**config.mk**
```make
export PLATFORM = sky130hd
export DESIGN_NAME = plru_tree
export DESIGN_NICKNAME = d
export VERILOG_FILES = /design/src/design/dcache_pkg.sv /design/src/design/plru_tree.sv
export SDC_FILE = /design/constraint.sdc
export NUM_CORES = 1
export LEC_CHECK = 0
export ABC_CLOCK_PERIOD_IN_PS = 1300
export BUFFER_PORTS_ARGS = -buffer_cell sky130_fd_sc_hd__buf_2
export CAP_MARGIN = 5
export CELL_PAD_IN_SITES_DETAIL_PLACEMENT = 1
export CELL_PAD_IN_SITES_GLOBAL_PLACEMENT = 1
export CORE_UTILIZATION = 33
export DETAILED_ROUTE_END_ITERATION = 8
export PLACE_DENSITY_LB_ADDON = 0.1
export SLEW_MARGIN = 20
export SYNTH_ARGS = -nofsm -noshare
export SYNTH_HDL_FRONTEND = slang
export SYNTH_SLANG_ARGS = --single-unit
export TNS_END_PERCENT = 10
```
**constraint.sdc**
```tcl
create_clock -name clk_i -period 1.3 [get_ports clk_i]
set_input_delay 0.13 -clock clk_i [delete_from_list [all_inputs] [get_ports clk_i]]
set_output_delay 0.13 -clock clk_i [all_outputs]
set_load 0.05 [all_outputs]
```
**src/design/dcache_pkg.sv**
```systemverilog
/* Cache geometry constants and the vector types shared by every cache block */

package dcache_pkg;

  // ==========================================================================
  // Geometry
  // ==========================================================================

  // Address and data word width
  localparam int XLEN      = 32;
  // One line holds four words
  localparam int LINE_BITS = 128;
  localparam int NUM_WAY   = 4;
  localparam int NUM_SET   = 8;

  // Derived field widths of a byte address
  localparam int IDX_W     = $clog2(NUM_SET);
  localparam int OFF_W     = $clog2(LINE_BITS / 8);
  localparam int WSEL_W    = $clog2(LINE_BITS / XLEN);
  localparam int TAG_W     = XLEN - IDX_W - OFF_W;
  localparam int WAY_IDX_W = $clog2(NUM_WAY);

  // ==========================================================================
  // Types
  // ==========================================================================

  // Byte address
  typedef logic [XLEN-1:0] addr_t;

  // Single data word as seen by the core
  typedef logic [XLEN-1:0] word_t;

  // Whole line as moved on the memory port
  typedef logic [LINE_BITS-1:0] line_t;

  // Upper address bits kept in the tag array
  typedef logic [TAG_W-1:0] tag_t;

  // Set number
  typedef logic [IDX_W-1:0] idx_t;

  // One bit per way, used one-hot for hits and victims
  typedef logic [NUM_WAY-1:0] way_vec_t;

  // Binary way number
  typedef logic [WAY_IDX_W-1:0] way_idx_t;

  // Tree pseudo-LRU bits of one set
  typedef logic [NUM_WAY-2:0] node_t;

endpackage

```
**src/design/plru_tree.sv**
```systemverilog
/* Tree pseudo-LRU state per set with victim selection and access update */

`timescale 1ns/1ps

module plru_tree
  import dcache_pkg::*;
(
  input  logic     clk_i,
  input  logic     rst_ni,
  input  idx_t     idx_i,
  input  logic     touch_i,
  input  way_vec_t way_i,
  output way_vec_t victim_o
);

  // One tree per set
  node_t node_q [NUM_SET];
  node_t node_cur;
  node_t node_upd;

  assign node_cur = node_q[idx_i];

  // Victim walk from the root
  // A set node bit steers toward the upper half of that subtree
  always_comb begin
    logic sel_ok;
    for (int w = 0; w < NUM_WAY; w++) begin
      sel_ok = 1'b1;
      for (int l = 0; l < WAY_IDX_W; l++) begin
        if (((w >> (WAY_IDX_W - l - 1)) & 1) == 1) begin
          sel_ok &= node_cur[(2 ** l) - 1 + (w >> (WAY_IDX_W - l))];
        end else begin
          sel_ok &= ~node_cur[(2 ** l) - 1 + (w >> (WAY_IDX_W - l))];
        end
      end
      victim_o[w] = sel_ok;
    end
  end

  // Point every node on the accessed way's path to the other subtree
  always_comb begin
    node_upd = node_cur;
    for (int w = 0; w < NUM_WAY; w++) begin
      if (way_i[w]) begin
        for (int l = 0; l < WAY_IDX_W; l++) begin
          node_upd[(2 ** l) - 1 + (w >> (WAY_IDX_W - l))] =
            (((w >> (WAY_IDX_W - l - 1)) & 1) == 0);
        end
      end
    end
  end

  always_ff @(posedge clk_i) begin
    if (!rst_ni) begin
      for (int s = 0; s < NUM_SET; s++) begin
        node_q[s] <= '0;
      end
    end else if (touch_i) begin
      node_q[idx_i] <= node_upd;
    end
  end

endmodule

```
# After elaboration in Yosys (flattened, before gate mapping)
# Memory sizes are Yosys's and may differ from the RTL's.
# Cells that the tools add are included.
# totals
register_bits,0
mem_bits_rw,24
input_bits,10
output_inout_bits,4
elab_cells,22
n_memories,1
# memory_table
name,words,width,rd,rd_clocked_by_memory_dff,wr,line,rtl
node_q,8,3,1,0,8,plru_tree.sv:17,node_t node_q [NUM_SET];
# classes
muxes,13
n_bitwise,7
n_reduce_logical,1
# ops
cell,count
$mux W1,9
$mux W3,2
$and A1 B1 Y1,4
$mux W2,2
$not A1 Y1,3
$reduce_or A3 Y1,1

# Longest topological paths before layout
# An unclocked memory read counts as a cell.
# depth
word_depth,6
ltp_mapped,6
ltp_nobuf,3

# Worst setup path after synthesis
# OpenSTA, ideal clock, no wires.
# synth_timing
path_kind,in2out
start,in idx_i[0]
end,out victim_o[2]
arrival_time_ns,2.067
t_required_ns,1.170
setup_slack_ns,-0.897
path_stages,6
n_path_buf,3
cell_sequence,buf_6 -> buf_12 -> mux2i_1 -> mux4_2 -> buf_6 -> a21boi_0
# synth_via
elab_chain_len,3
# synth_rtl
element,line,rtl
from (decl),plru_tree.sv:10,"input idx_t idx_i,"
$mem_v2 Z8 W3 (*),-,
$not A1 Y1,-,
$and A1 B1 Y1 (*),-,
to (decl),plru_tree.sv:13,output way_vec_t victim_o
# Mark *: on every way between the ends. The rest lies on a longest branch, timed or not.

# Final worst setup path
# layout_timing
start,mem node_q[1][1] in the netlist's numbering
end,out victim_o[1]
# layout_via
elab_chain_len,2
# layout_rtl
element,line,rtl
from (decl),plru_tree.sv:17,
$mem_v2 Z8 W3,-,
$and A1 B1 Y1,plru_tree.sv:31,sel_ok &= node_cur[(2 ** l) - 1 + (w >> (WAY_IDX_W - l))];
# No other way between the ends.

==> metrics <==
status complete, but fails checks; failing checks setup timing; syn avg cell area 12.2 µm²; final slew viol count 0; clk buf depth 2; Synth Area in Adders 0; mux contribution to synthesized area 0.124; Worst R2R Start node_q[4][2]$_SDFFCE_PN0P_; Synth Instances 113; Worst-path clk slew 90 ps; total power 1.75 mW; antenna violations before repair 0; Initial DRC Count 55; DRT Pass-1 Iters 4; met2 Usage GRT 0.328; CP endpoint kind primary output; area grow syn2layout 29.1%; # Max-Cap Violations 0; fraction of layout cells with a size suffix above 1 0.483; r2r worst-path depth 5; ant diodes 0; post-synth net total 123; global-route wire length before repair 5910 µm; CP max stage delay 520 ps; Worst setup endpoint victim_o[1]; xor/xnor share of the synthesized area 0; Final HPWL DP 2930 µm; CTS buffer count 3; top cells by area, synth edfxtp_1, a211oi_2, mux2i_1, a211oi_1, nand2_1; Max IR drop VDD 0.407 mV; Final min period 1800 ps; Clk Latency, worst-skew pair 260 ps; clk sinks 24; Site Rows 23; Total GRT Usage 0.187; Setup Skew 2.63 ps; YS warnings 0; number of port buffers 13; post-synth cell types 25; I/O pin count 14; Routability Congestion 0.795; final wirelength 3790 µm; vias in the first global route 1115; critical path required time 1170 ps; area leader, netlist edfxtp_1; biggest regs node_q: 24 flops; slew margin rel. 0.743; CTS tree yes; post-synthesis compound-gate area fraction 0.173; Critical Path Start node_q[1][1]$_SDFFCE_PN0P_; leakage 0.662 nW; largest net degree at the start of global routing 15; sequential share of the synthesized area 0.524; Nets 155; core area 0.00400 mm²; Initial Util 0.344; die height 66.6 µm; met1 Usage GRT 0.241; Biggest register node_q; final setup fails 28; full die area 0.00443 mm²; Setup crit start kind register; DRC viols 0; H-Tree Depth 1; Hold Fails Final Rpt 0; largest family of logic cells by synthesized area compound AO/OA/AOI/OAI gates; total grt overflow 0; Power per Cell Area 984 mW/mm²; CP Class register to primary output; remaining antenna violation count 0; RSZ-0062 raised after global routing true; Top Usage Layer GRT met2; fmax 557 MHz; #FFs+latches synth 24; crit-path cells mux2i_1 > mux4_2 > and3b_2 > buf_6; Core Util, Final 0.444; final setup margin -495 ps; r2r endpoint node_q[7][2]$_SDFFCE_PN0P_; CTS hold repair buffers 0; slowest cell on the critical path mux4_2; Routed WL per cell 19.7 µm; Reg2Reg Setup Slack -330 ps; post-synthesis cell area 0.00138 mm²; Synth Area in Simple Gates 0.118; die width 66.6 µm; max reg flops 24; Worst Tran Pin Value 386 ps; Via density 5.46; post-synth top area share 0.524; fin crit share 1.38; Hold Path Class primary input to register; CP arrival 1670 ps; Max FO, Critical Path 4; Cells on Worst Hold Path 2; met3 usage 0.0240; via count 1053; clk root buf clkbuf_8
## power by group
group | switching [mW] | leakage [nW] | internal [mW]
sequential | 0.0109 | 0.249 | 0.882
combinational | 0.238 | 0.392 | 0.173
clock | 0.235 | 0.0216 | 0.207
total | 0.485 | 0.662 | 1.26
## critical path, delay by kind of cell, from the launching register on
kind | cells | cell delay [ps]
DFF | 1 | 390
muxes | 2 | 600
and+or+nand+nor | 1 | 270
buffers and inverters | 1 | 150
## worst min-delay path by stage
stage             start                    endpoint  slack, ps
2_1_floorplan  idx_i[1]  node_q[4][0]$_SDFFCE_PN0P_        460
3_3_place_gp   way_i[1]  node_q[7][1]$_SDFFCE_PN0P_        560
3_5_place_dp   way_i[1]  node_q[7][1]$_SDFFCE_PN0P_        560
4_1_cts        way_i[1]  node_q[6][1]$_SDFFCE_PN0P_        300
5_1_grt        way_i[1]  node_q[2][1]$_SDFFCE_PN0P_        330
6_report       way_i[1]  node_q[6][1]$_SDFFCE_PN0P_        320
## cell families (layout without fill, tap and decap cells)
family | count (synthesis) | in the layout
flip-flops | 24 | 24
buffers and inverters | 13 | 43
AO/OA/AOI/OAI | 28 | 28
AND/OR/NAND/NOR | 34 | 34
multiplexers | 14 | 14
## layout by cell type (no fill, tap or decap)
master and count:
and3_2 1, nor2_1 3, nor2b_1 2, and2_1 1, mux2_2 4, buf_8 1
nand3_1 8, inv_1 2, and3b_2 2, a211oi_1 2, mux4_2 2, and3_4 1
nand2_1 16, buf_6 9, a22oi_2 2, edfxtp_1 24, a211oi_2 14, a21oi_4 1
mux2i_1 8, buf_4 19, a31oi_1 8, buf_2 9, a21boi_4 1, clkbuf_8 3
## metal layers
layer | vias to the layer above | share of wire
met4 | 0 | 0.011
met1 | 537 | 0.47
met2 | 14 | 0.50
met5 | - | 0
li1 | 498 | -
met3 | 4 | 0.022
## cell usage after synthesis (all sizes together)
| library cell | n |
|---|---|
| clkbuf | 4 |
| mux4 | 2 |
| a211oi | 16 |
| nor2 | 3 |
| buf | 7 |
| a31oi | 8 |
| a22oi | 2 |
| nand3 | 8 |
| and3b | 2 |
| a21oi | 1 |
| a21boi | 1 |
| edfxtp | 24 |
| mux2 | 4 |
| and2 | 1 |
| nor2b | 2 |
| and3 | 2 |
| mux2i | 8 |
| inv | 2 |
| nand2 | 16 |
## what timing repair did
action / 4_1_cts / 5_1_grt
setup buffers: 2 / 0
pin swaps: 9 / 3
endpoints found under the setup margin: 28 / 28
resized for setup: 18 / 3
## area by class of cell
class	instances	area, µm²
repair buffers	38	304
well taps	50	62.6
inverters	2	7.51
multi-input cells	76	639
clock buffers	3	41.3
flip-flops and latches	24	721
fillers	432	2220
## stage by stage
stage | cell area (µm²) | std cells | hold WS (ps) | setup slack (ps) | TNS (ps)
floorplan | 1420 | 113 | 462 | -246 | -4320
global placement | 1640 | 188 | 556 | -466 | -13320
detailed placement | 1640 | 188 | 558 | -496 | -14190
CTS | 1760 | 193 | 302 | -498 | -8300
global route | 1780 | 193 | 335 | -535 | -9370
finish | 1780 | 193 | 320 | -495 | -7830
No activity file was read; power rests on OpenSTA's default activity.
