$ cat src/design/dcache_pkg.sv
/* Cache geometry constants and the vector types shared by every cache block */

package dcache_pkg;

  // ==========================================================================
  // Geometry
  // ==========================================================================

  // Address and data word width
  localparam int XLEN      = 32;
  // One line holds four words
  localparam int LINE_BITS = 128;
  localparam int NUM_WAY   = 4;
  localparam int NUM_SET   = 8;

  // Derived field widths of a byte address
  localparam int IDX_W     = $clog2(NUM_SET);
  localparam int OFF_W     = $clog2(LINE_BITS / 8);
  localparam int WSEL_W    = $clog2(LINE_BITS / XLEN);
  localparam int TAG_W     = XLEN - IDX_W - OFF_W;
  localparam int WAY_IDX_W = $clog2(NUM_WAY);

  // ==========================================================================
  // Types
  // ==========================================================================

  // Byte address
  typedef logic [XLEN-1:0] addr_t;

  // Single data word as seen by the core
  typedef logic [XLEN-1:0] word_t;

  // Whole line as moved on the memory port
  typedef logic [LINE_BITS-1:0] line_t;

  // Upper address bits kept in the tag array
  typedef logic [TAG_W-1:0] tag_t;

  // Set number
  typedef logic [IDX_W-1:0] idx_t;

  // One bit per way, used one-hot for hits and victims
  typedef logic [NUM_WAY-1:0] way_vec_t;

  // Binary way number
  typedef logic [WAY_IDX_W-1:0] way_idx_t;

  // Tree pseudo-LRU bits of one set
  typedef logic [NUM_WAY-2:0] node_t;

endpackage

$ cat src/design/fence_scanner.sv
/* Fence FSM that walks every set and way and writes back dirty lines */

`timescale 1ns/1ps

module fence_scanner
  import dcache_pkg::*;
(
  input  logic     clk_i,
  input  logic     rst_ni,
  input  logic     fence_i,
  // Array side
  output logic     scan_busy_o,
  output idx_t     scan_idx_o,
  output way_idx_t scan_way_o,
  output logic     scan_clean_o,
  input  tag_t     scan_tag_i,
  input  logic     scan_valid_i,
  input  logic     scan_dirty_i,
  input  line_t    scan_data_i,
  // Memory side, write only
  output logic     mreq_o,
  output addr_t    maddr_o,
  output line_t    mwdata_o,
  input  logic     mack_i
);

  typedef enum logic [2:0] {IDLE, CHECK, WRITEBACK, CLEAN, NEXT, DONE} state_e;

  state_e   state_q, state_d;
  idx_t     idx_q, idx_d;
  way_idx_t way_q, way_d;

  always_comb begin
    state_d = state_q;
    idx_d   = idx_q;
    way_d   = way_q;
    case (state_q)
      IDLE: begin
        if (fence_i) begin
          idx_d   = '0;
          way_d   = '0;
          state_d = CHECK;
        end
      end
      // Only valid modified lines go out
      CHECK:     state_d = (scan_valid_i && scan_dirty_i) ? WRITEBACK : NEXT;
      WRITEBACK: if (mack_i) state_d = CLEAN;
      CLEAN:     state_d = NEXT;
      NEXT: begin
        if (way_q == way_idx_t'(NUM_WAY - 1)) begin
          way_d = '0;
          if (idx_q == idx_t'(NUM_SET - 1)) begin
            state_d = DONE;
          end else begin
            idx_d   = idx_q + 1'b1;
            state_d = CHECK;
          end
        end else begin
          way_d   = way_q + 1'b1;
          state_d = CHECK;
        end
      end
      // One extra busy cycle before release
      DONE:    state_d = IDLE;
      default: state_d = IDLE;
    endcase
  end

  always_ff @(posedge clk_i) begin
    if (!rst_ni) begin
      state_q <= IDLE;
      idx_q   <= '0;
      way_q   <= '0;
    end else begin
      state_q <= state_d;
      idx_q   <= idx_d;
      way_q   <= way_d;
    end
  end

  assign scan_busy_o  = (state_q != IDLE);
  assign scan_idx_o   = idx_q;
  assign scan_way_o   = way_q;
  assign scan_clean_o = (state_q == CLEAN);

  // Line address rebuilt from stored tag and current set
  assign mreq_o   = (state_q == WRITEBACK);
  assign maddr_o  = {scan_tag_i, idx_q, {OFF_W{1'b0}}};
  assign mwdata_o = scan_data_i;

endmodule

$ cat config.mk
export PLATFORM = sky130hd
export DESIGN_NAME = fence_scanner
export DESIGN_NICKNAME = d
export VERILOG_FILES = /design/src/design/dcache_pkg.sv /design/src/design/fence_scanner.sv
export SDC_FILE = /design/constraint.sdc
export NUM_CORES = 1
export LEC_CHECK = 0
export BUFFER_PORTS_ARGS = -buffer_cell sky130_fd_sc_hd__buf_2
export CORE_AREA = 2 2 127 129
export CTS_CLUSTER_SIZE = 12
export DETAILED_ROUTE_END_ITERATION = 8
export DIE_AREA = 0 0 129 131
export SYNTH_ARGS = -nofsm -noshare
export SYNTH_HDL_FRONTEND = slang
export SYNTH_SLANG_ARGS = --single-unit
$ cat constraint.sdc
create_clock -name clk_i -period 2.2 [get_ports clk_i]
set_input_delay 0.22 -clock clk_i [delete_from_list [all_inputs] [get_ports clk_i]]
set_output_delay 0.22 -clock clk_i [all_outputs]
set_load 0.03 [all_outputs]
### Yosys cells after proc, flatten, opt, wreduce, memory -nomap -nowiden

Index checks and enable logic that the tools add are counted.

* eq/ne operators: 10
* multiplexer cells: 13
* reduce and logical (&&, ||, !) cells: 7
* add/subtract/negate cells: 2

Operators with widths (count)
* 3-bit two-way mux: 8
* 3-bit case mux with 5 select lines: 1
* 3-bit by 2-bit == test with 1-bit output (second input constant): 2
* 3-bit == test (second input constant): 2
* 2-bit != test (second input constant): 3
* 3-bit case mux with 2 select lines: 1
* 2-bit two-way mux: 2
* 2-bit case mux with 2 select lines: 1
* 2-bit AND reduction: 2
* 4-bit AND reduction: 1
* 3-bit by 1-bit adder with 3-bit output (second input constant): 1
* 3-bit by 1-bit == test with 1-bit output (second input constant): 1
* 3-bit logical NOT: 1
* 3-bit nonzero test: 1
* 2-bit by 1-bit adder with 2-bit output (second input constant): 1
* 2-bit == test (second input constant): 1
* 2-bit by 1-bit != test with 1-bit output (second input constant): 1
* 2-bit nonzero test: 1
* 1-bit logical AND: 1

* word-level logic and storage cells: 35
* bits in registers: 8
* output and inout port bits: 168
* input port bits: 159

### Logic depth before layout (Yosys ltp)

* depth after elaboration: 4
* mapped depth: 5
* gate-level depth less buffers: 5

### Worst setup path before layout

OpenSTA, ideal clock, no wires.

* kind: register -> register
* start point: register idx_q[0], in the netlist scan_idx_o[0]
* end point: register idx_q[1], in the netlist scan_idx_o[1]
* buffers on the path: 0
* arrival time: 1.432 ns
* cell stages (with the launch flop): 6
* setup time: 0.117 ns
* slack: 0.650 ns
* period minus slack after synthesis: 1.550 ns
* data required time: 2.083 ns
* cell sequence: dfxtp_1 -> ha_1 -> ha_1 -> and3b_1 -> and3_1 -> a32o_1

* cells in the longest elaborated chain, start to end: 4

RTL lines
* start, declared: RTL line fence_scanner.sv:30 `idx_t idx_q, idx_d;`
* start signal, assigned: RTL line fence_scanner.sv:76 `idx_q <= idx_d;`
* 3-bit by 1-bit adder with 3-bit output: RTL line fence_scanner.sv:55 `idx_d = idx_q + 1'b1;`
* 3-bit two-way mux: RTL line fence_scanner.sv:52 `if (idx_q == idx_t'(NUM_SET - 1)) begin`
* 3-bit two-way mux: RTL line fence_scanner.sv:50 `if (way_q == way_idx_t'(NUM_WAY - 1)) begin`
* 3-bit case mux with 2 select lines: RTL line fence_scanner.sv:37 `case (state_q)`

Parallel ways exist; a longest one is shown, timed or not. The select of a mux whose other input is x is not followed.
A chain may end at the register's enable or synchronous reset.

### Final worst setup path

* start point: register state_q[2]
* end point: output port scan_busy_o

* cells in the longest elaborated chain, start to end: 1

RTL lines
* start, declared: RTL line fence_scanner.sv:29 `state_e state_q, state_d;`
* start signal, assigned: RTL line fence_scanner.sv:75 `state_q <= state_d;`
* 3-bit nonzero test: RTL line fence_scanner.sv:81 `assign scan_busy_o = (state_q != IDLE);`
* end, declared: RTL line fence_scanner.sv:12 `output logic scan_busy_o,`

Every way passes these cells.

==> qor.yml <==
timing:
  setup_viol_count_final: 0
  grt_setup_unrepaired: "no"
  finalClockSkew_ps: 1.04
  finalCritPeriodShare: 0.665
  setup_tns_ps: 0
  period_needed_ps: 1460
  max_freq_mhz: 684
  slew_violations: 0
  hold_viol: 0
die:
  io_pins: 327
  start_util: 0.106
  dieWidth_um: 129
  dieArea_um2: 16900
  core_area_um2: 15600
  die_h_um: 131
  rows: 46
outcome:
  status: "finished clean"
grt:
  gr-total-overflow: 0
  grt_pass1_vias: 697
  grt_pass1_wl_um: 5180
  antenna_found_initial: 0
  grtUsageTotal: 0.0487
  grt_max_degree: 14
power:
  p_leak_nw: 0.313
  powerDensity_nw_per_um2: 659
  ir_drop_mv: 0.153
finish:
  antennaDiodeCount: 0
  drive_gt1_frac: 0.299
  area_delta_synth_final_pct: -47.4
  post-route-util: 0.0556
  nNetsFinal: 231
  fillers: 1849
hold_path:
  hold_class: "input port to flip-flop"
  hold_depth: 2
  min_from: "rst_ni"
  whs_endpoint: "scan_way_o[0]"
clock_network:
  clkSlewWorstSetupHoldPaths_ps: 40
  cts_tree: "done"
  cts.sinks: 8
  cts_buffer_depth: 2
  cts_resized: 0
  cts_setup_buffers: 0
  insertion_delay_ps: 230
  clock-root-buffer: "clkbuf_16"
  cts_buffers: 3
  cts_hold_buf: 0
  htreeDepth: 1
synth:
  ys_warn_count: 0
  ys_types: 25
  yosysTopAreaCell: "buf_4"
  synth_top_area_share: 0.733
  netlist_instances: 208
  yosysSeqAreaShare: 0.0972
  syn_area_um2: 1650
  synth.avg_cell_area_um2: 7.92
  ys_ff_latch: 8
  synth_area_leaders: "buf_4, dfxtp_1, ha_1"
worst_setup_path:
  cp-end-kind: "primary output"
  crit_start: "state_q[2]"
  r2r_start: "scan_idx_o[0]"
  r2r-end: "scan_idx_o[1]"
  r2r_cells: 5
  path_cells: "or3_1 > buf_2"
  arrival_ps: 1240
  reg2reg_slack_ps: 760
  worstPathRequired_ps: 1980
  slowest_stage: "dfxtp_1"
  max_stage_delay_ps: 410
  cp-start-kind: "flip-flop"
  crit_type: "flip-flop to primary output"
  crit_fanout: 13
placed_design:
  dpl.hpwl_um: 3520
  portBuffers: 16
  gp_congestion: 0.707
drt:
  vias_per_cell: 2.41
  drc_errors: 0
  dr_total_vias: 682
  totalWireLength_um: 4280
  drt_pass1_iterations: 3
  drtIter0Drc: 25
  ant_nets: 0
  wl_per_cell_um: 15.1
job:
  max-cap-violations: 0
[metrics by stage]
| step | power [mW] | hold slack (ps) | instance area, um^2 | setup WS [ps] | cells |
|---|---|---|---|---|---|
| floorplan | 0.771 | 373 | 1660 | 650 | 211 |
| global placement | 0.267 | 440 | 792 | 776 | 280 |
| detailed placement | 0.266 | 440 | 792 | 753 | 280 |
| CTS | 0.579 | 324 | 867 | 737 | 283 |
| global route | 0.598 | 347 | 867 | 630 | 283 |
| finish | 0.571 | 326 | 867 | 737 | 283 |
[registers in the layout (all words and copies together) (netlist names)]
name,count
scan_idx_o,3
state_q,3
scan_way_o,2
[layer usage]
layer,track usage,up-vias,share of wire
met2,0.0548,146,0.36
met5,0,-,0
li1,-,215,-
met1,0.0228,254,0.17
met3,0.0676,67,0.31
met4,0.0850,0,0.16
[cells by family (layout without fill, tap and decap cells)]
kind of cell    count (synthesis)  after routing  synth area share
simple gates                   19             19            0.0752
fa+ha+maj                       3              3            0.0228
flops                           8              8            0.0972
other cells                     1              4           0.00228
mux                             1              1           0.00607
buf+inv                       164             20             0.741
compound gates                 12             12            0.0554
[cells in the mapped netlist]
cell type	number
o31ai_1	2
nand3_1	2
mux2i_1	1
a21oi_1	2
nand4_1	1
inv_1	1
o21ai_1	2
and3_1	1
conb_1	1
a22oi_2	1
buf_2	1
nor3b_1	2
or3b_1	2
nor2b_1	3
buf_4	161
and2_1	1
dfxtp_1	8
or3_1	1
a32o_1	2
clkbuf_1	1
and3b_1	3
a22o_1	1
nor2_1	3
a21boi_1	2
ha_1	3
[power by group]
| part | leakage [nW] | internal [mW] | switching, mW |
|---|---|---|---|
| Combinational | 0.211 | 0.0314 | 0.0574 |
| Sequential | 0.0649 | 0.155 | 0.0207 |
| Clock | 0.0370 | 0.234 | 0.0725 |
[cell type report]
| cell class | instances | area [um^2] | share of cell area |
|---|---|---|---|
| flip-flops and latches | 8 | 160 | 0.185 |
| repair buffers | 16 | 80.1 | 0.0924 |
| clock buffers | 3 | 75.1 | 0.0866 |
| multi-input cells | 39 | 278 | 0.320 |
| well taps | 216 | 270 | 0.312 |
| inverters | 1 | 3.75 | 0.00433 |
[placed cells by master, fill, tap and decap left out, types with 2 or more instances in the layout]
cell,Yosys,layout
and3b_1,3,3
ha_1,3,3
o31ai_1,2,2
nor3b_1,2,2
nand3_1,2,2
conb_1,1,4
a21oi_1,2,2
dfxtp_1,8,8
a32o_1,2,2
clkbuf_16,0,3
o21ai_1,2,2
nor2b_1,3,3
nor2_1,3,3
a21boi_1,2,2
or3b_1,2,2
buf_2,1,16
[worst max-delay path by stage]
stage | cells past startpoint | endpoint
finish | 2 | scan_busy_o
global route | 5 | scan_idx_o[2]
CTS | 2 | mreq_o
detailed placement | 5 | scan_idx_o[1]
global placement | 5 | scan_idx_o[2]
floorplan | 5 | scan_idx_o[1]
[critical path: cells and delay by family (launching register included)]
family / cells / cell delay [ps]
simple gates: 1 / 410
buf+inv: 1 / 190
flops: 1 / 410
(Power assumes the default switching activity.)
