--- src/design/dcache_pkg.sv ---
/* Cache geometry constants and the vector types shared by every cache block */

package dcache_pkg;

  // ==========================================================================
  // Geometry
  // ==========================================================================

  // Address and data word width
  localparam int XLEN      = 32;
  // One line holds four words
  localparam int LINE_BITS = 128;
  localparam int NUM_WAY   = 4;
  localparam int NUM_SET   = 8;

  // Derived field widths of a byte address
  localparam int IDX_W     = $clog2(NUM_SET);
  localparam int OFF_W     = $clog2(LINE_BITS / 8);
  localparam int WSEL_W    = $clog2(LINE_BITS / XLEN);
  localparam int TAG_W     = XLEN - IDX_W - OFF_W;
  localparam int WAY_IDX_W = $clog2(NUM_WAY);

  // ==========================================================================
  // Types
  // ==========================================================================

  // Byte address
  typedef logic [XLEN-1:0] addr_t;

  // Single data word as seen by the core
  typedef logic [XLEN-1:0] word_t;

  // Whole line as moved on the memory port
  typedef logic [LINE_BITS-1:0] line_t;

  // Upper address bits kept in the tag array
  typedef logic [TAG_W-1:0] tag_t;

  // Set number
  typedef logic [IDX_W-1:0] idx_t;

  // One bit per way, used one-hot for hits and victims
  typedef logic [NUM_WAY-1:0] way_vec_t;

  // Binary way number
  typedef logic [WAY_IDX_W-1:0] way_idx_t;

  // Tree pseudo-LRU bits of one set
  typedef logic [NUM_WAY-2:0] node_t;

endpackage

--- src/design/mem_arbiter.sv ---
/* Lower memory port arbiter between the miss engine and the fence scanner */

`timescale 1ns/1ps

module mem_arbiter
  import dcache_pkg::*;
(
  input  logic  clk_i,
  input  logic  rst_ni,
  // Miss engine
  input  logic  ctrl_mreq_i,
  input  logic  ctrl_mwe_i,
  input  addr_t ctrl_maddr_i,
  input  line_t ctrl_mwdata_i,
  output logic  ctrl_mack_o,
  // Fence scanner
  input  logic  scan_mreq_i,
  input  addr_t scan_maddr_i,
  input  line_t scan_mwdata_i,
  output logic  scan_mack_o,
  // Lower memory
  output logic  mem_req_o,
  output logic  mem_we_o,
  output addr_t mem_addr_o,
  output line_t mem_wdata_o,
  input  logic  mem_ack_i
);

  // Owner is high when the scanner holds the port
  logic lock_q;
  logic owner_q;
  logic grant_ctrl;
  logic grant_scan;

  // Fixed priority while free, locked owner while busy
  assign grant_ctrl = lock_q ? !owner_q : ctrl_mreq_i;
  assign grant_scan = lock_q ? owner_q  : (!ctrl_mreq_i && scan_mreq_i);

  assign mem_req_o   = (grant_ctrl && ctrl_mreq_i) || (grant_scan && scan_mreq_i);
  // Scanner traffic is always a writeback
  assign mem_we_o    = grant_scan || (grant_ctrl && ctrl_mwe_i);
  assign mem_addr_o  = grant_scan ? scan_maddr_i : ctrl_maddr_i;
  assign mem_wdata_o = grant_scan ? scan_mwdata_i : ctrl_mwdata_i;

  assign ctrl_mack_o = mem_ack_i && grant_ctrl;
  assign scan_mack_o = mem_ack_i && grant_scan;

  always_ff @(posedge clk_i) begin
    if (!rst_ni) begin
      lock_q  <= 1'b0;
      owner_q <= 1'b0;
    end else if (mem_ack_i) begin
      lock_q <= 1'b0;
    end else if (!lock_q && mem_req_o) begin
      lock_q  <= 1'b1;
      owner_q <= grant_scan;
    end
  end

endmodule

--- config.mk ---
export PLATFORM = sky130hd
export DESIGN_NAME = mem_arbiter
export DESIGN_NICKNAME = d
export VERILOG_FILES = /design/src/design/dcache_pkg.sv /design/src/design/mem_arbiter.sv
export SDC_FILE = /design/constraint.sdc
export NUM_CORES = 1
export LEC_CHECK = 0
export ABC_CLOCK_PERIOD_IN_PS = 1600
export BUFFER_PORTS_ARGS = -buffer_cell sky130_fd_sc_hd__buf_4
export CAP_MARGIN = 20
export CORE_AREA = 2 2 192 194
export DETAILED_ROUTE_END_ITERATION = 6
export DIE_AREA = 0 0 194 196
export GPL_TIMING_DRIVEN = 0
export SLEW_MARGIN = 25
export SYNTH_ARGS = -nofsm -noshare
export SYNTH_HDL_FRONTEND = slang
export SYNTH_SLANG_ARGS = --single-unit
export TNS_END_PERCENT = 100
--- constraint.sdc ---
create_clock -name clk_i -period 1.6 [get_ports clk_i]
set_input_delay 0.08 -clock clk_i [delete_from_list [all_inputs] [get_ports clk_i]]
set_output_delay 0.08 -clock clk_i [all_outputs]
set_load 0.02 [all_outputs]
After elaboration in Yosys (flattened, before gate mapping) --
Cells that the tools add are included.
Cells by class: multiplexer cells 4, bitwise logic cells 2, reduce and logical (&&, ||, !) cells 14
Operator list (number):
- $mux 128 | 1
- $mux 32 | 1
- $logic_and 1x1->1 | 7
- $logic_not 1->1 | 3
- $logic_or 1x1->1 | 2
- $mux 1 | 2
- $not 1->1 | 2
- $reduce_and 2->1 | 1
- $reduce_or 2->1 | 1
Word-level totals: bits in registers 2, output and inout bits 164, word-level logic and storage cells 22

Depth between registers and ports, before layout --
Gate-level depths: netlist (run 1).
depth in word-level cells 7, mapped depth 6, gate-level depth less buffers 3

Worst setup path after synthesis (run 1) --
Ideal clock, no wire load.
path kind register -> output, from register lock_q, to output port mem_wdata_o[100], data arrival time 1.471 ns, slack 0.049 ns, stages on the path, launching flop included 7, cell sequence dfxtp_1 clkbuf_1 nand2_1 o21ai_2 buf_6 buf_6 mux2_1
On the way: cells in the longest elaborated chain, start to end 2
Ends and longest elaborated chain:
- start, declared | RTL line mem_arbiter.sv:30 | logic lock_q;
- start signal, assigned | RTL line mem_arbiter.sv:50 | lock_q <= 1'b0;
- start signal, assigned | RTL line mem_arbiter.sv:53 | lock_q <= 1'b0;
- start signal, assigned | RTL line mem_arbiter.sv:55 | lock_q <= 1'b1;
- $mux 1 | RTL line mem_arbiter.sv:37 | assign grant_scan = lock_q ? owner_q : (!ctrl_mreq_i && scan_mreq_i);
- $mux 128 | RTL line mem_arbiter.sv:43 | assign mem_wdata_o = grant_scan ? scan_mwdata_i : ctrl_mwdata_i;
- end, declared | RTL line mem_arbiter.sv:25 | output line_t mem_wdata_o,
No other way between the ends.

Worst setup path in the final report (run 1) --
from register lock_q, to output port mem_wdata_o[24]
The elaborated chain is that of the path after synthesis.

==> impl_results.md, run 1 <==
- Vias: 3923
- Share of cells above drive strength 1: 97.7%
- Hold_ws: 0.0587 ns
- ANT nets after route: 0
- Area Overhead vs Synth: 283%
- Total GRT Usage: around 11%
- Reg clk slew, reported paths: 0.03 ns
- Crit share post-route: 112%
- Row Count: 70
- Worst slew margin: 87.0%
- Net Count, Synth: 525
- Drt first pass iters: 4
- Port buffer count: 489
- Dpl hpwl: 19.5 mm
- Setup_tns: -23.61 ns
- Static leakage power: 4.05 nW
- WP data required: about 1.5 ns
- Status: complete, but fails checks
- Highest Clock Rate: between 500 and 600 MHz
- Startpoint Class: flip-flop
- Final Total Pwr: about 3.4 mW
- Syn_area_per_cell: approximately 11 µm²
- Largest net degree at the start of global routing: 11
- Vias in the first global route: 4164
- R2R Path Start: lock_q
- Die Span X: 194 µm
- DRC viols: 0
- Finished Layout Cells: 1181
- Worst-Margin Slew: 0.194 ns
- Area post-placement: 6360 µm²
- Failing checks: negative setup slack
- Starting Density: under 10%
- FF-to-FF End: owner_q
- Synth Cell Area: 2100 µm²
- Die Ht: 196 µm
- Placer Congestion: 0.804
- Worst setup path start: lock_q
- HP Class: input port to flip-flop
- Final Hold Fails: 0
- CTS Buffer Depth: 2
- Sequential area share after synthesis: 1.90%
- Post-synthesis cell count: 199
- Design Area, Final: 8070 µm²
- Setup crit end: mem_wdata_o[24]
- CTS tree: yes
- Root Buffer: clkbuf_16
- MaxCap Viol Count: 0
- Iter 0 DRT Violations: 70
- Critical path class: flip-flop to output pin
- Nets: 1039
- WHS Path Cells: 2
- CORE AREA: 36100 µm²
- Worst Reg-to-Reg Cells: 4
- Worst-Skew Late Latency: 0.22 ns
- Final slew viol count: 0
- Crit path max fanout: 8
- WP data arrival: 1.71 ns
- Fin util: 22.4%
- Final Critical Period: 1.79 ns
- Crit end category: output pin
- Wirelength per Cell: around 20 µm
- Yosys cell types: 18
- # H-tree levels: 1
- TritonCTS Buffers: 3
- Register bit total from synthesis: 2
- Final wirelength: between 20 and 25 mm
- Placed cells: 1156
- First-pass GRT wire length: 29.5 mm
- Dpl ws: -0.649 ns
- RSZ-0062 raised after global routing: yes
- Power Density: 427 nW/µm²
- Via/cell ratio: around 3.3
- Die ar.: 38000 µm²
- Final Skew: 0.00219 ns
- Num ports: 490
- Worst Slack Setup Final: -0.195 ns
- Initial antenna violation count: 6
- Gr ovfl total: 0
- R2R setup slack: 0.57 ns
- Clk sinks: 2
- Peak VDD IR: between 0.2 and 0.25 mV
- Yosys warns: 0
- Final setup viols: 160
placed cells by master, fill, tap and decap left out, drive strengths merged, types with 2 or more instances in the layout:
master,n
dfxtp,2
a21oi,3
diode,2
mux2,160
nor2,2
inv,2
clkbuf,12
nand2b,3
nor3,2
buf,518
worst max-delay path, cell delays in order (launching register included):
cell	delay, ns
dfxtp_4	0.35
o21ai_4	0.16
buf_12	0.17
buf_12	0.17
buf_12	0.15
mux2_4	0.33
buf_6	0.14
power breakdown:
group / switching, mW / internal [mW]
clock network: 0.0509 / 0.317
registers: 0.00506 / 0.0522
logic: 1.18 / 1.85
cell usage after synthesis:
cell type | number | area share [%]
nand2_1 | 1 | 0.18
buf_6 | 10 | 5.4
nor2_1 | 2 | 0.36
and2_1 | 1 | 0.30
nand2b_1 | 3 | 0.89
buf_2 | 7 | 1.7
mux2i_1 | 1 | 0.48
nor3_1 | 2 | 0.48
mux2_2 | 71 | 38
a211oi_1 | 1 | 0.36
clkbuf_1 | 1 | 0.18
a21oi_1 | 3 | 0.71
o21ai_2 | 1 | 0.42
mux2_1 | 89 | 48
a21boi_0 | 1 | 0.36
o22a_1 | 1 | 0.42
dfxtp_1 | 2 | 1.9
inv_1 | 2 | 0.36
worst min-delay path by stage:
stage / start / to / slack [ns]
3_5_place_dp: mem_ack_i / lock_q / 0.28
6_report: mem_ack_i / lock_q / 0.06
3_3_place_gp: mem_ack_i / lock_q / 0.28
5_1_grt: mem_ack_i / lock_q / 0.06
4_1_cts: mem_ack_i / lock_q / 0.05
2_1_floorplan: mem_ack_i / lock_q / 0.16
sequential cells by signal (all words and copies together) (netlist names):
register  count
lock_q        1
owner_q       1
metal layers:
metal / up-vias / share of wire (%) / GRT usage, %
met4: 4 / 2.3 / 2.19
met3: 24 / 8.1 / 2.53
met5: - / 0.11 / 0
li1: 1782 / - / -
met2: 315 / 52 / 20.2
met1: 1798 / 38 / 12.5
timing repair:
| item | 4_1_cts | 5_1_grt |
|---|---|---|
| hold endpoints to repair | 0 | 0 |
| setup endpoints to repair | 161 | 160 |
| cloned | 6 | 9 |
| buffers inserted | 8 | 2 |
| hold buffers | 0 | 0 |
| resized for setup | 267 | 60 |
| pin swaps | 1 | 1 |
cell families (layout without fill, tap and decap cells):
family / count (synthesis) / after routing / synth area share (%)
AOI/OAI and AO/OA: 7 / 7 / 2.26
buffers and inverters: 20 / 532 / 7.55
DFF: 2 / 2 / 1.90
muxes: 161 / 161 / 86.1
other: 0 / 2 / 0
and+or+nand+nor: 9 / 9 / 2.20
final cells by class:
type	count	area, µm²
buffer	15	288
antenna	2	5.00
clock buffer	3	75.1
sequential	2	47.5
fill	3861	28000
inverter	2	7.51
tap	468	586
multi-input combinational	177	2410
timing repair buffer	512	4650
No activity file was read; power rests on OpenSTA's default activity.
==> run 2: changes to the inputs <==
- PLACE_DENSITY: default -> 0.3
==> run 2 against run 1 <==
Compared with the run above:
- the flow still finishes with violations (negative setup slack)
- sequential share of layout area barely moved
- final cell count rose by 0.17%
- utilization rose by 0.29 points
- largest power group unchanged
- clock power rose by 1%
- worst hold slack got worse by 0.0072 ns
- sequential power fell by 0.7%
- die area did not move
- combinational power rose by 2%
- design area rose by 1.3%
==> impl_results.md, run 2 (synthesis gave the netlist of run 1 again) <==
- WHS Path Cells: 2 (unchanged)
- Worst-Skew Late Latency: 0.22 ns (about the same)
- CTS Buffer Depth: 2 (unchanged)
- ANT cells: 0 (-2)
- HP Class: input port to flip-flop
- Failing checks: negative setup slack
- Die ar.: 38000 µm² (unchanged)
- Area Overhead vs Synth: 288%
- Largest net degree at the start of global routing: 11 (unchanged)
- Dpl hpwl: 18.7 mm (-3.9%)
- Nets: 1043 (+0.38%)
- Startpoint Class: flip-flop
- Hold Buf Count CTS: 0 (unchanged)
- Port buffer count: 489 (unchanged)
- Crit end category: output pin
- Num ports: 490 (unchanged)
- Most frequent cells in the layout: buf_4, buf_6, mux2_4
- Via/cell ratio: 3.24 (-2.4%)
- Clock Power Share: 10.6% (about the same)
- Leading cell type in the layout, fill and taps excluded: buf_4
- Sw Ratio: 35.7% (-0.059 points)
- Finished Layout Cells: 1183 (+0.17%)
- Combinational Power Share: 87.8% (about the same)
- Peak VDD IR: 0.265 mV (+18%)
- Filler cells: 3988 (+3.3%)
- MaxCap Viol Count: 0 (unchanged)
- Worst slew margin: 89.1% (+2.1 points)
- Internal: 2.25 mW (+1.8%)
- Top flop regs: lock_q x1, owner_q x1
- Highest Clock Rate: 560 MHz (+0.53%)
- Die Span X: 194 µm (unchanged)
- Worst Slack Setup Final: -0.185 ns (+0.00945 ns)
- CTS tree: yes
- Status: complete, but fails checks
- Final wirelength: 22.1 mm (-6.2%)
- WP data required: 1.52 ns (about the same)
- Vias: 3837 (-2.2%)
- WP data arrival: 1.71 ns (about the same)
- Share of cells above drive strength 1: 97.8% (about the same)
- DRC viols: 0 (unchanged)
- TritonCTS Buffers: 3 (unchanged)
- Worst-Margin Slew: 0.162 ns (-0.0312 ns)
- CORE AREA: 36100 µm² (unchanged)
- Final Skew: 0.00317 ns (+0.000985 ns)
- Wirelength per Cell: 18.7 µm (-6.4%)
- Gr ovfl total: 0 (unchanged)
- Placer Congestion: 0.728 (-9.5%)
- Iter 0 DRT Violations: 45 (-36%)
- NetSw: 1.25 mW (+1.5%)
- Placed cells: 1156 (unchanged)
- Initial antenna violation count: 1 (-5)
- Worst Reg-to-Reg Cells: 4 (unchanged)
- First-pass GRT wire length: 28.3 mm (-4.2%)
- Fin util: 22.7% (+0.29 points)
- Crit path max fanout: 5 (-3)
- Starting Density: 5.83% (unchanged)
- Die Ht: 196 µm (unchanged)
- Power Density: 429 nW/µm² (+0.34%)
- Final setup viols: 160 (unchanged)
- Final Hold Fails: 0 (unchanged)
- Final Critical Period: 1.79 ns (-0.00945 ns)
- Drt first pass iters: 4 (unchanged)
- Final slew viol count: 0 (unchanged)
- Root Buffer: clkbuf_16
- RSZ-0062 raised after global routing: yes
- Crit share post-route: 112% (-0.59 points)
- Total GRT Usage: 10.1% (-0.70 points)
- Vias in the first global route: 4066 (-2.4%)
- Static leakage power: 4.12 nW (+1.7%)
- Hold_ws: 0.0515 ns (-0.00716 ns)
- Flop pwr share: 1.6% (about the same)
- Reg clk slew, reported paths: 0.03 ns (about the same)
- # H-tree levels: 1 (unchanged)
- ANT nets after route: 0 (unchanged)
- Clk sinks: 2 (unchanged)
- Critical path class: flip-flop to output pin
- Row Count: 70 (unchanged)
run 2: changes by cell type in the layout (fill, tap and decap cells not counted), sizes merged:
cell / change
buf: +6
diode: -2
clkbuf: -2
run 2: worst paths after layout:
path | start | end | slack [ns]
hold reg to reg | owner_q | owner_q | 0.56
setup / recovery | lock_q | mem_wdata_o[110] | -0.19
hold / removal | mem_ack_i | lock_q | 0.05
setup reg to reg | lock_q | owner_q | 0.60
run 2: repair_timing:
item                                    in CTS  in global routing
endpoints found under the setup margin     161                161
pin swaps                                    2                  1
gates resized for setup                    204                149
gates cloned                                 6                  7
buffers inserted                            11                  4
run 2: power groups by stage:
stage                     combinational [mW]  clock (mW)  sequential [mW]
after floorplan                        0.985           0           0.0554
after global placement                  2.32           0           0.0560
after detailed placement                2.30           0           0.0558
after CTS                               2.80       0.378           0.0572
after global routing                    3.22       0.386           0.0575
final                                   3.08       0.372           0.0569
run 2: per-stage QoR:
step	power [mW]	instance area, µm²	worst slack (ns)	TNS [ns]
6_report	3.50	8170	-0.185	-17.78
4_1_cts	3.24	7480	-0.225	-27.17
3_5_place_dp	2.35	6360	-0.615	-79.58
2_1_floorplan	1.04	2100	0.0493	0
5_1_grt	3.67	8170	-0.217	-25.00
3_3_place_gp	2.37	6360	-0.606	-78.62
run 2: area by class of cell:
cell class	count	area, µm²	share of cell area [%]
tap	468	586	7.16
timing repair buffer	515	4710	57.6
buffer	16	300	3.67
clock buffer	3	75.1	0.918
sequential	2	47.5	0.582
multi-input combinational	177	2450	30.0
inverter	2	7.51	0.0918
run 2: critical path, stage by stage, from the launching register on:
cell and delay [ns]:
dfxtp_4 0.35, o21ai_4 0.14, buf_6 0.14, buf_12 0.13, buf_12 0.13, clkbuf_16 0.15, mux2_4 0.30, buf_6 0.13
run 2: layer usage:
layer	track usage, %	vias to the layer above	wire, µm
li1	-	1785	-
met1	10.4	1746	7760
met2	21.0	296	12400
met3	2.54	8	1840
met4	0.842	2	110
met5	0	-	12
